===== config.mk =====
export PLATFORM = sky130hd
export DESIGN_NAME = l2TileCache
export DESIGN_NICKNAME = d
export VERILOG_FILES = /design/src/memOpmPkg.sv /design/src/l2CachePkg.sv /design/src/l2TileCache.sv
export SDC_FILE = /design/constraint.sdc
export NUM_CORES = 1
export LEC_CHECK = 0
export BUFFER_PORTS_ARGS = -buffer_cell sky130_fd_sc_hd__buf_4
export CORE_AREA = 2 2 354 356
export CTS_BUF_LIST = sky130_fd_sc_hd__clkbuf_16
export CTS_CLUSTER_SIZE = 40
export DETAILED_ROUTE_END_ITERATION = 8
export DIE_AREA = 0 0 356 358
export MAX_ROUTING_LAYER = met4
export SLEW_MARGIN = 15
export SYNTH_ARGS = -nofsm -noshare
export SYNTH_HDL_FRONTEND = slang
export SYNTH_SLANG_ARGS = --single-unit

===== constraint.sdc =====
create_clock -name clock -period 16.1 [get_ports clock]
set_input_delay 0.805 -clock clock [delete_from_list [all_inputs] [get_ports clock]]
set_output_delay 0.805 -clock clock [all_outputs]
set_load 0.01 [all_outputs]

===== src/memOpmPkg.sv =====
package memOpmPkg;

	// bus widths
	localparam int addrWidth = 32;
	localparam int tileWidth = 128;
	localparam int tileAddrWidth = 28;

	// byte offset inside one tile
	localparam int tileOffsetWidth = addrWidth - tileAddrWidth;

	// backing DDR model depth, indexed by the low tile-address bits
	localparam int ddrTileCount = 4096;
	localparam int ddrIndexWidth = $clog2(ddrTileCount);

	// bits 4:3 give the direction (01 read, 10 write)
	// low bits 111 select a full tile transfer
	typedef enum logic [4:0] {
		opmReady = 5'b00000,
		opmRdTile = 5'b01111,
		opmWrTile = 5'b10111
	} memOpm;

	// status returned by the answering side of a bus
	typedef enum logic [1:0] {
		okReady = 2'b00,
		okOk = 2'b01,
		okHold = 2'b10
	} memOk;

endpackage


===== src/l2CachePkg.sv =====
package l2CachePkg;

	// direct-mapped geometry
	localparam int lineCount = 64;
	localparam int indexWidth = $clog2(lineCount);

	// full tile address kept as the tag
	localparam int tagWidth = memOpmPkg::tileAddrWidth;

	// valid flags cleared this many lines per cycle during reset
	localparam int sweepLanes = 32;
	localparam int laneWidth = $clog2(sweepLanes);
	localparam int sweepCountWidth = indexWidth - laneWidth;

	typedef struct packed {
		logic valid;
		logic dirty;
	} lineFlags;

endpackage


===== src/l2TileCache.sv =====
module l2TileCache (
	input logic clock,
	input logic reset,
	input logic [memOpmPkg::addrWidth-1:0] memAddr,
	input memOpmPkg::memOpm memOpm,
	input logic [memOpmPkg::tileWidth-1:0] memDataIn,
	output logic [memOpmPkg::tileWidth-1:0] memDataOut,
	output memOpmPkg::memOk memOk,
	output logic [l2CachePkg::indexWidth-1:0] readIndex,
	input logic [memOpmPkg::tileWidth-1:0] readData,
	input logic [l2CachePkg::tagWidth-1:0] readTag,
	input logic readValid,
	input logic readDirty,
	output logic writeEnable,
	output logic [l2CachePkg::indexWidth-1:0] writeIndex,
	output logic [l2CachePkg::tagWidth-1:0] writeTag,
	output logic [memOpmPkg::tileWidth-1:0] writeData,
	output logic writeDirty,
	output logic [memOpmPkg::addrWidth-1:0] ddrAddr,
	output memOpmPkg::memOpm ddrOpm,
	output logic [memOpmPkg::tileWidth-1:0] ddrDataOut,
	input logic [memOpmPkg::tileWidth-1:0] ddrDataIn,
	input memOpmPkg::memOk ddrOk
);
	import memOpmPkg::*;
	import l2CachePkg::*;

	typedef enum logic [2:0] {
		idle,
		lookup,
		compare,
		writeBack,
		fill,
		install,
		respond
	} cacheState;

	cacheState state;

	// request latched while idle
	logic [tileAddrWidth-1:0] reqTile;
	logic [tileWidth-1:0] reqData;
	logic reqWrite;

	// tile returned by the DDR fill
	logic [tileWidth-1:0] fillData;

	logic hit;
	logic victimDirty;

	assign hit = readValid && (readTag == reqTile);
	assign victimDirty = readValid && readDirty;

	// store always looks at the line of the pending request
	assign readIndex = reqTile[indexWidth-1:0];
	assign writeIndex = reqTile[indexWidth-1:0];
	assign writeTag = reqTile;

	// write hit merges the new tile, install puts the fetched tile in clean
	assign writeEnable = (state == install) || ((state == compare) && hit && reqWrite);
	assign writeData = (state == install) ? fillData : reqData;
	assign writeDirty = (state == compare);

	always_ff @(posedge clock)
	begin
		if (reset)
		begin
			state <= idle;
			memOk <= okReady;
			ddrOpm <= opmReady;
		end
		else
		begin
			case (state)
				idle:
				begin
					if (memOpm inside {opmRdTile, opmWrTile})
					begin
						memOk <= okHold;
						state <= lookup;
					end
				end
				lookup:
				begin
					state <= compare;
				end
				compare:
				begin
					if (hit)
					begin
						memOk <= okOk;
						state <= respond;
					end
					else if (victimDirty)
					begin
						ddrOpm <= opmWrTile;
						state <= writeBack;
					end
					else
					begin
						ddrOpm <= opmRdTile;
						state <= fill;
					end
				end
				writeBack:
				begin
					// drop to READY for a cycle before the fill goes out
					if (ddrOk == okOk)
					begin
						ddrOpm <= opmReady;
						state <= fill;
					end
				end
				fill:
				begin
					if (ddrOk == okOk)
					begin
						ddrOpm <= opmReady;
						state <= install;
					end
					else if ((ddrOpm == opmReady) && (ddrOk == okReady))
					begin
						ddrOpm <= opmRdTile;
					end
				end
				install:
				begin
					// re-read the line so the compare sees the fresh tile
					state <= lookup;
				end
				respond:
				begin
					memOk <= okReady;
					state <= idle;
				end
				default:
				begin
					state <= idle;
				end
			endcase
		end
	end

	always_ff @(posedge clock)
	begin
		if (state == idle)
		begin
			reqTile <= memAddr[addrWidth-1:tileOffsetWidth];
			reqData <= memDataIn;
			reqWrite <= (memOpm == opmWrTile);
		end

		if (state == compare)
		begin
			memDataOut <= reqWrite ? reqData : readData;
			ddrDataOut <= readData;
			if (victimDirty)
			begin
				ddrAddr <= {readTag, {tileOffsetWidth{1'b0}}};
			end
			else
			begin
				ddrAddr <= {reqTile, {tileOffsetWidth{1'b0}}};
			end
		end

		// after the write-back the same bus carries the fill address
		if ((state == writeBack) && (ddrOk == okOk))
		begin
			ddrAddr <= {reqTile, {tileOffsetWidth{1'b0}}};
		end

		if ((state == fill) && (ddrOk == okOk))
		begin
			fillData <= ddrDataIn;
		end
	end

	okSingleCycle: assert property (@(posedge clock) disable iff (reset)
		(memOk == okOk) |=> (memOk != okOk));

	ddrOpmHeld: assert property (@(posedge clock) disable iff (reset)
		(ddrOk == okHold) |=> $stable(ddrOpm));

endmodule


# --- Word-level counts from Yosys, hierarchy flattened ---
# Cells that the tools add are included.
op_classes:
  n_eq_ne: 16
  mux: 20
  n_reduce_logical: 18
ops:
  columns: ["op", "count"]
  rows:
  - ["128-bit two-way mux", 2]
  - ["32-bit two-way mux", 3]
  - ["28-bit equality test", 1]
  - ["5-bit two-way mux", 5]
  - ["3-bit one-hot mux with 6 select lines", 1]
  - ["3-bit two-way mux", 5]
  - ["5-bit one-hot mux with 3 select lines", 1]
  - ["3-bit equality test, second input constant", 3]
  - ["2-bit inequality test, second input constant", 4]
  - ["1-bit logical AND", 7]
  - ["3-bit by 2-bit equality test with 1-bit output, second input constant", 2]
  - ["2-bit one-hot mux with 3 select lines", 1]
  - ["3-bit AND reduction", 2]
  - ["3-bit nonzero test", 2]
  - ["5-bit by 4-bit equality test with 1-bit output, second input constant", 1]
  - ["5-bit equality test, second input constant", 1]
  - ["5-bit zero test", 1]
  - ["2-bit two-way mux", 2]
  - ["4-bit AND reduction", 1]
  - ["2-bit nonzero test", 2]
  - ["3-bit by 1-bit equality test with 1-bit output, second input constant", 1]
  - ["3-bit zero test", 1]
  - ["3-bit inequality test, second input constant", 1]
  - ["2-bit by 1-bit equality test with 1-bit output, second input constant", 1]
  - ["other kinds (3)", 3]
word_totals:
  register_bits: 583
  inputBits: 455
  output_inout_bits: 465
  word_cells: 65

# --- Logic depth before layout (Yosys ltp) ---
# Gate-level depths: netlist (run 1).
logic_depth:
  word_depth: 5
  depth_mapped: 8
  depth_no_buf: 6

# --- Least setup slack after synthesis (run 1) ---
# OpenSTA, ideal clock, no wires.
synth_path:
  path_kind: "register to register"
  from: "register state[0]"
  to: "register reqData[0], enable pin"
  setup_time_ps: 867
  arrival_ps: 11063
  required_time_ps: 15233
  slack_ps: 4169
  stages_incl_launch_ff: 3
  n_path_buf: 1
  period_less_slack_ps: 11931
  cell_sequence: "dfxtp_1 buf_2 nor3_1"
synth_via:
  elab_chain_len: 1
synth_lines:
  columns: ["item", "line_no", "text"]
  rows:
  - ["from (decl)", "l2TileCache.sv:38", "cacheState state;"]
  - ["from (signal assigned)", "l2TileCache.sv:68", "state <= idle;"]
  - ["from (signal assigned)", "l2TileCache.sv:80", "state <= lookup;"]
  - ["from (signal assigned)", "l2TileCache.sv:85", "state <= compare;"]
  - ["3-bit zero test", "l2TileCache.sv:146", "if (state == idle)"]
  - ["to (signal assigned)", "l2TileCache.sv:149", "reqData <= memDataIn;"]
  - ["to (decl)", "l2TileCache.sv:42", "logic [tileWidth-1:0] reqData;"]
# No other way between the ends.
# A chain may end at the register's enable or synchronous reset.

# --- Final worst setup path (run 1) ---
layout_path:
  from: "register state[1]"
  to: "output port writeData[48] (netlist bit)"
layout_via:
  elab_chain_len: 2
layout_lines:
  columns: ["item", "line_no", "text"]
  rows:
  - ["3-bit equality test", "l2TileCache.sv:61", "assign writeData = (state == install) ? fillData : reqData;"]
  - ["128-bit two-way mux", "l2TileCache.sv:61", null]
  - ["to (decl)", "l2TileCache.sv:17", "output logic [memOpmPkg::tileWidth-1:0] writeData,"]
# No other way between the ends.

==> impl_metrics.env, run 1 <==
export IMPL_clkPwrFrac=0.435
export IMPL_synth_fa_ha_area_frac=0
export IMPL_period_minus_slack_ps=4040
export IMPL_drc_violations_left=0
export IMPL_pin_count_of_the_biggest_net_entering_global_routing=74
export IMPL_fin_setup_tns_ps=0
export IMPL_fill_cells=12700
export IMPL_post_synth_inst_count=1034
export IMPL_numCtsBuffers=67
export IMPL_crit_path_end="writeData[48]"
export IMPL_worst_path_max_delay_cell="buf_4"
export IMPL_route_vias_total=13500
export IMPL_insertion_delay_ps=640
export IMPL_die_x_um=356
export IMPL_run_status="finished, final reports clean"
export IMPL_drtAntennaViolNets=0
export IMPL_cts_hold_buffers_added=0
export IMPL_root_buffer="clkbuf_16"
export IMPL_grt_pass1_vias=13800
export IMPL_floorplan_rows=129
export IMPL_r2r_end="ddrDataOut[43]"
export IMPL_proportion_of_synthesized_area_in_mux_cells=0.147
export IMPL_finish_cell_count_without_fillers=3676
export IMPL_r2r_worst_path_cells=4
export IMPL_die_height_um=358
export IMPL_ys_seq_elements=577
export IMPL_footprint_of_the_multi_input_gates_um2=3960
export IMPL_cts_root_to_sink_buffers=3
export IMPL_sw_pwr_uw=767
export IMPL_power_density_nw_per_um2=108
export IMPL_drt_iter0_drc=1129
export IMPL_route_final_wire_length_um=80200
export IMPL_synth_top_family_by_area="multiplexers"
export IMPL_worst_setup_hold_path_clk_slew_ps=60
export IMPL_max_clock_freq_mhz=248
export IMPL_cts_sinks=577
export IMPL_final_net_count=2438
export IMPL_start_util=0.174
export IMPL_worst_setup_path_start_kind="register"
export IMPL_internal_power_uw=2720
export IMPL_unrepaired_setup_endpoints_after_global_routing="no"
export IMPL_final_count_of_pins_violating_max_slew=0
export IMPL_grtUsageTotal=0.122
export IMPL_critical_path_most_common_cell="buf_4"
export IMPL_final_layout_size_suffix_gt1_frac=0.647
export IMPL_peakVddDrop_mv=0.0892
export IMPL_biggest_fanout_along_the_worst_timing_path=44
export IMPL_gp_routability_congestion=0.820
export IMPL_dr_pass1_iters=7
export IMPL_r2r_start="state[1]"
export IMPL_synth_xor_area_share=0.0106
export IMPL_compound_gate_portion_of_the_synthesized_area=0.00786
export IMPL_crit_path_max_incr_delay_ps=670
export IMPL_share_comb_of_total_power=0.075
export IMPL_post_synth_arst_share=0
export IMPL_critical_path_end_type="primary output"
export IMPL_overflow=0
export IMPL_seqCellArea_um2=17200
export IMPL_cts_htree_levels=3
export IMPL_top_level_ports=920
export IMPL_final_setup_viol_count=0
export IMPL_switching_share=0.220
export IMPL_cts_tree="built"
export IMPL_timing_reg2reg_setup_slack_ps=12730
export IMPL_synth_seq_area_share=0.802
export IMPL_count_of_flip_flops_with_a_built_in_enable_after_synthesis=569
export IMPL_clock_skew_ps=22.0
export IMPL_total_die_area_um2=127000
export IMPL_netlist_area_um2=21500
export IMPL_core_area_um2=123000
export IMPL_grt_pass1_wl_um=105000
export IMPL_hp_class="in -> reg"
export IMPL_worstPathCellList="nand3b_1 -> buf_4 -> buf_4 -> mux2_2 -> buf_4"
export IMPL_layout_area_growth_over_synthesis_pct=50.9
export IMPL_dp_final_hpwl_um=61800
export IMPL_port_buffers=911
export IMPL_cap_violations=0
export IMPL_postSynth_topFlopCell="edfxtp_1"
export IMPL_post_synth_and_or_nand_nor_area_fraction=0.0171
export IMPL_synth_top_area_share=0.795
export IMPL_grt_antenna_before_repair=9
export IMPL_synth_area_leader_cell="edfxtp_1"
export IMPL_cellLeakagePower_uw=0.0124
export IMPL_via_per_inst=3.67
export IMPL_worst_setup_path_startpoint="state[1]"
export IMPL_cts_post_setup_buffers_inserted=0
export IMPL_critPathArrivalTime_ps=3230
export IMPL_relSlewSlack=0.316
export IMPL_report_final_hold_viol_count=0
export IMPL_drt_wirelength_per_cell_um=21.8
export IMPL_cp_data_required_time_ps=15290
export IMPL_postCtsResizedCells=0
export IMPL_synth_top_cells_by_area="edfxtp_1 79%, mux2_2 15%, xnor2_1 0.90%"
export IMPL_timing_setup_critical_path_class="reg -> out"
export IMPL_post_route_period_util=0.251
export IMPL_tightest_slew_ps=1030
export IMPL_synthesis_yosys_warnings=0
export IMPL_seq_power_share=0.490
export IMPL_average_instance_area_after_synthesis_um2=20.8
export IMPL_synth_lib_cells_used_distinct=42
export IMPL_placedCellCount=3551
==> critical path: cells and delay by family (launching register included) <==
kind / cells / cell delay (ps)
DFF: 1 / 520
and+or+nand+nor: 1 / 200
muxes: 1 / 490
buffers and inverters: 3 / 1260
==> worst min path at each step <==
stage                   from      endpoint  slack [ps]  cells past startpoint
4_1_cts        ddrDataIn[39]  fillData[39]         250                      1
2_1_floorplan       memOk[0]      memOk[0]         500                      2
6_report       memDataIn[62]   reqData[62]         340                      1
3_3_place_gp        memOk[0]      memOk[0]         480                      2
5_1_grt        ddrDataIn[14]  fillData[14]         260                      1
3_5_place_dp        memOk[0]      memOk[0]         470                      2
==> metal layers <==
layer	vias to the layer above	track usage	part of all wire
met5	-	-	0
met4	0	0.0317	0.020
met3	109	0.0399	0.082
met2	658	0.195	0.49
met1	6732	0.149	0.41
li1	5978	-	-
==> Yosys cell counts, drive strengths merged (5+ instances only) <==
library cell / instances
edfxtp: 569
mux2: 281
buf: 36
xnor2: 22
clkbuf: 18
nand2: 10
nand4: 10
o21ai: 10
a21oi: 8
dfxtp: 8
nor2: 8
inv: 7
nand3: 6
nor2b: 5
==> state kept, by name (all words and copies together), names as in the netlist <==
| name | count |
|---|---|
| writeTag | 28 |
| state | 3 |
| reqData | 128 |
| fillData | 128 |
| ddrOpm | 3 |
| reqWrite | 1 |
| ddrAddr | 28 |
| memOk | 2 |
| ddrDataOut | 128 |
| memDataOut | 128 |
==> cell type report <==
cell class | count | share of cell area
Antenna cell | 5 | 0.000386
Clock buffer | 68 | 0.0525
Clock inverter | 52 | 0.0139
Inverter | 7 | 0.000810
Multi-Input combinational cell | 399 | 0.122
Sequential cell | 577 | 0.532
Tap cell | 1637 | 0.0632
Timing Repair Buffer | 931 | 0.216
==> power by group through the flow <==
stage	clock network (uW)	registers, uW	logic (uW)
after floorplan	0	1740	89.9
after global placement	0	1740	263
after detailed placement	0	1740	266
after CTS	1570	1710	267
after global routing	1620	1710	280
final	1520	1710	262
==> kinds of logic after synthesis <==
group                     Yosys count
AOI/OAI and AO/OA                  27
xor gates and xnor gates           26
buffers and inverters              61
DFF                               577
muxes                             281
other                               1
and+or+nand+nor                    61
==> through the flow <==
stage | power, uW | hold WS [ps] | area (um^2) | util | setup WS (ps)
2_1_floorplan | 1830 | 499 | 21500 | - | 4170
3_3_place_gp | 2000 | 477 | 30300 | 0.245 | 12650
3_5_place_dp | 2010 | 470 | 30300 | 0.245 | 12610
4_1_cts | 3540 | 248 | 32400 | 0.263 | 11950
5_1_grt | 3610 | 258 | 32400 | 0.263 | 11820
6_report | 3490 | 336 | 32400 | 0.263 | 12060
==> cell usage in the layout, fill, tap and decap left out, types with 2 or more instances in the layout <==
cell type | netlist | layout
o22ai_1 | 2 | 2
nand4b_1 | 2 | 2
clkbuf_16 | 0 | 68
nand2b_1 | 4 | 4
bufinv_16 | 0 | 7
xor2_1 | 4 | 4
nor4_1 | 2 | 2
nor3_1 | 4 | 3
dfxtp_1 | 8 | 8
clkinv_1 | 0 | 12
nand2_1 | 10 | 10
nand4_1 | 10 | 10
buf_4 | 18 | 931
diode_2 | 0 | 5
o21ai_0 | 9 | 9
inv_1 | 7 | 22
mux2_2 | 281 | 281
nor2_1 | 7 | 6
xnor2_1 | 22 | 22
a21oi_1 | 7 | 7
clkinv_2 | 0 | 9
conb_1 | 1 | 4
inv_6 | 0 | 4
nor2b_1 | 5 | 5
nand3_1 | 6 | 6
o41ai_1 | 2 | 2
edfxtp_1 | 569 | 569
clkinvlp_4 | 0 | 3
Note: power is estimated with default switching activity, not from simulation.
==> run 2: changes to the inputs <==
clock period = 3.76 ns   (was 16.1 ns; I/O delays follow)
==> run 2 against run 1 <==
  * Core utilization increased by 3.8 points
  * Sequential cell count did not move
  * Combinational power rose to 6.1 times the previous value
  * Clock power increased to 4.3 times the previous value
  * Critical path type is now reg -> reg
  * Sequential share of layout area fell by 6.7 points
  * Cell count rose by 13%
  * Register-to-register slack worse by 12000 ps
  * Total power increased to 4.4 times the previous value
  * Largest power group unchanged
  * First-iteration DRC count grew 1.1%
  * Critical path depth up 3
==> impl_metrics.env, run 2 (synthesis results as in run 1) <==
export IMPL_total_die_area_um2=127000
export IMPL_critPathArrivalTime_ps=3840
export IMPL_worst_setup_hold_path_clk_slew_ps=60
export IMPL_period_minus_slack_ps=3320
export IMPL_relSlewSlack=0.494
export IMPL_peakVddDrop_mv=0.365
export IMPL_layout_area_growth_over_synthesis_pct=72.8
export IMPL_via_per_inst=3.73
export IMPL_final_count_of_pins_violating_max_slew=0
export IMPL_biggest_fanout_along_the_worst_timing_path=4
export IMPL_floorplan_rows=129
export IMPL_root_buffer="clkbuf_16"
export IMPL_unrepaired_setup_endpoints_after_global_routing="no"
export IMPL_cellLeakagePower_uw=0.0143
export IMPL_clock_skew_ps=32.7
export IMPL_placedInstanceArea_um2=30400
export IMPL_grtUsageTotal=0.138
export IMPL_worst_setup_path_start_kind="register"
export IMPL_finish_cell_count_without_fillers=4141
export IMPL_drt_wirelength_per_cell_um=21.8
export IMPL_post_route_period_util=0.883
export IMPL_die_x_um=356
export IMPL_tightest_slew_ps=760
export IMPL_drtAntennaViolNets=0
export IMPL_start_util=0.174
export IMPL_cap_violations=0
export IMPL_timing_setup_critical_path_class="reg -> reg"
export IMPL_postCtsResizedCells=0
export IMPL_finish_instance_area_um2=37100
export IMPL_report_power_total_uw=15400
export IMPL_grt_pass1_vias=16200
export IMPL_power_density_nw_per_um2=415
export IMPL_route_final_wire_length_um=90100
export IMPL_drt_iter0_drc=1141
export IMPL_final_layout_size_suffix_gt1_frac=0.531
export IMPL_gp_routability_congestion=0.867
export IMPL_cp_data_required_time_ps=4280
export IMPL_top_usage_layer_grt="met2"
export IMPL_grt_antenna_before_repair=17
export IMPL_finalHoldWorstSlack_ps=195
export IMPL_core_area_um2=123000
export IMPL_final_setup_viol_count=0
export IMPL_dp_final_hpwl_um=66100
export IMPL_die_height_um=358
export IMPL_run_status="finished, final reports clean"
export IMPL_insertion_delay_ps=630
export IMPL_hp_class="in -> reg"
export IMPL_dr_pass1_iters=5
export IMPL_cts_tree="built"
export IMPL_grt_pass1_wl_um=119000
export IMPL_final_common_cell="buf_4"
export IMPL_report_final_hold_viol_count=0
export IMPL_gr_usage_met1=0.160
export IMPL_overflow=0
export IMPL_cts_sinks=577
export IMPL_numCtsBuffers=68
export IMPL_use_met2=0.215
export IMPL_cts_htree_levels=3
export IMPL_route_vias_total=15500
export IMPL_globalRouteMet3Util=0.0509
export IMPL_final_net_count=2891
export IMPL_critical_path_end_type="register"
export IMPL_layout_common_cells="921 x buf_4, 569 x edfxtp_1, 451 x dlygate4sd3_1"
export IMPL_placedCellCount=3552
export IMPL_port_buffers=911
export IMPL_drc_violations_left=0
export IMPL_top_level_ports=920
export IMPL_max_clock_freq_mhz=301
export IMPL_cts_root_to_sink_buffers=3
export IMPL_pin_count_of_the_biggest_net_entering_global_routing=92
-- run 2: stage by stage --
step | setup slack [ps] | setup TNS (ps) | utilization
final | 439 | 0 | 0.301
after global placement | 1470 | 0 | 0.247
after floorplan | -848 | -133120 | -
after global routing | 381 | 0 | 0.301
after CTS | 610 | 0 | 0.301
after detailed placement | 1470 | 0 | 0.247
-- run 2: worst max-delay path, stage by stage, from the launching register on --
cell and delay (ps):
edfxtp_1 440, xnor2_1 390, nand4_1 160, nor4_1 370, nand4_1 380, nand4_1 280
dlygate4sd3_1 570, a21oi_1 60, dlygate4sd3_1 550
-- run 2: repair_timing --
action | in CTS | in global routing
hold endpoints to repair | 577 | 0
hold buffers | 451 | 0
setup buffers | 0 | 0
-- run 2: metal layers --
metal	vias up	routed length, um	part of all wire
met5	-	0	0
met4	0	3540	0.039
met3	162	7910	0.088
met2	730	42600	0.47
met1	7660	36100	0.40
li1	6906	-	-
-- run 2: worst paths after layout --
path | startpoint | end | slack (ps) | cells after the start
worst max-delay path | writeTag[22] | state[0] | 440 | 8
worst min-delay path | ddrOk[0] | ddrOpm[3] | 200 | 6
worst max register to register | writeTag[22] | state[0] | 440 | 8
worst min register to register | memOk[0] | memOk[0] | 490 | 2
-- run 2: power by group --
part | internal [uW] | switching [uW] | leakage, uW | total (uW)
clock network | 3690 | 2800 | 0.00111 | 6490
registers | 7220 | 99.9 | 0.00542 | 7320
logic | 966 | 629 | 0.00781 | 1600
total | 11900 | 3530 | 0.0143 | 15400
-- run 2: area by class of cell --
| cell class | instances | area [um^2] |
|---|---|---|
| flip-flops and latches | 577 | 17200 |
| repair buffers | 1383 | 11600 |
| multi-input cells | 399 | 3960 |
| well taps | 1637 | 2050 |
| fillers | 12100 | 86200 |
| diodes | 14 | 35.0 |
| clock inverters | 54 | 418 |
| inverters | 7 | 26.3 |
| clock buffers | 70 | 1750 |
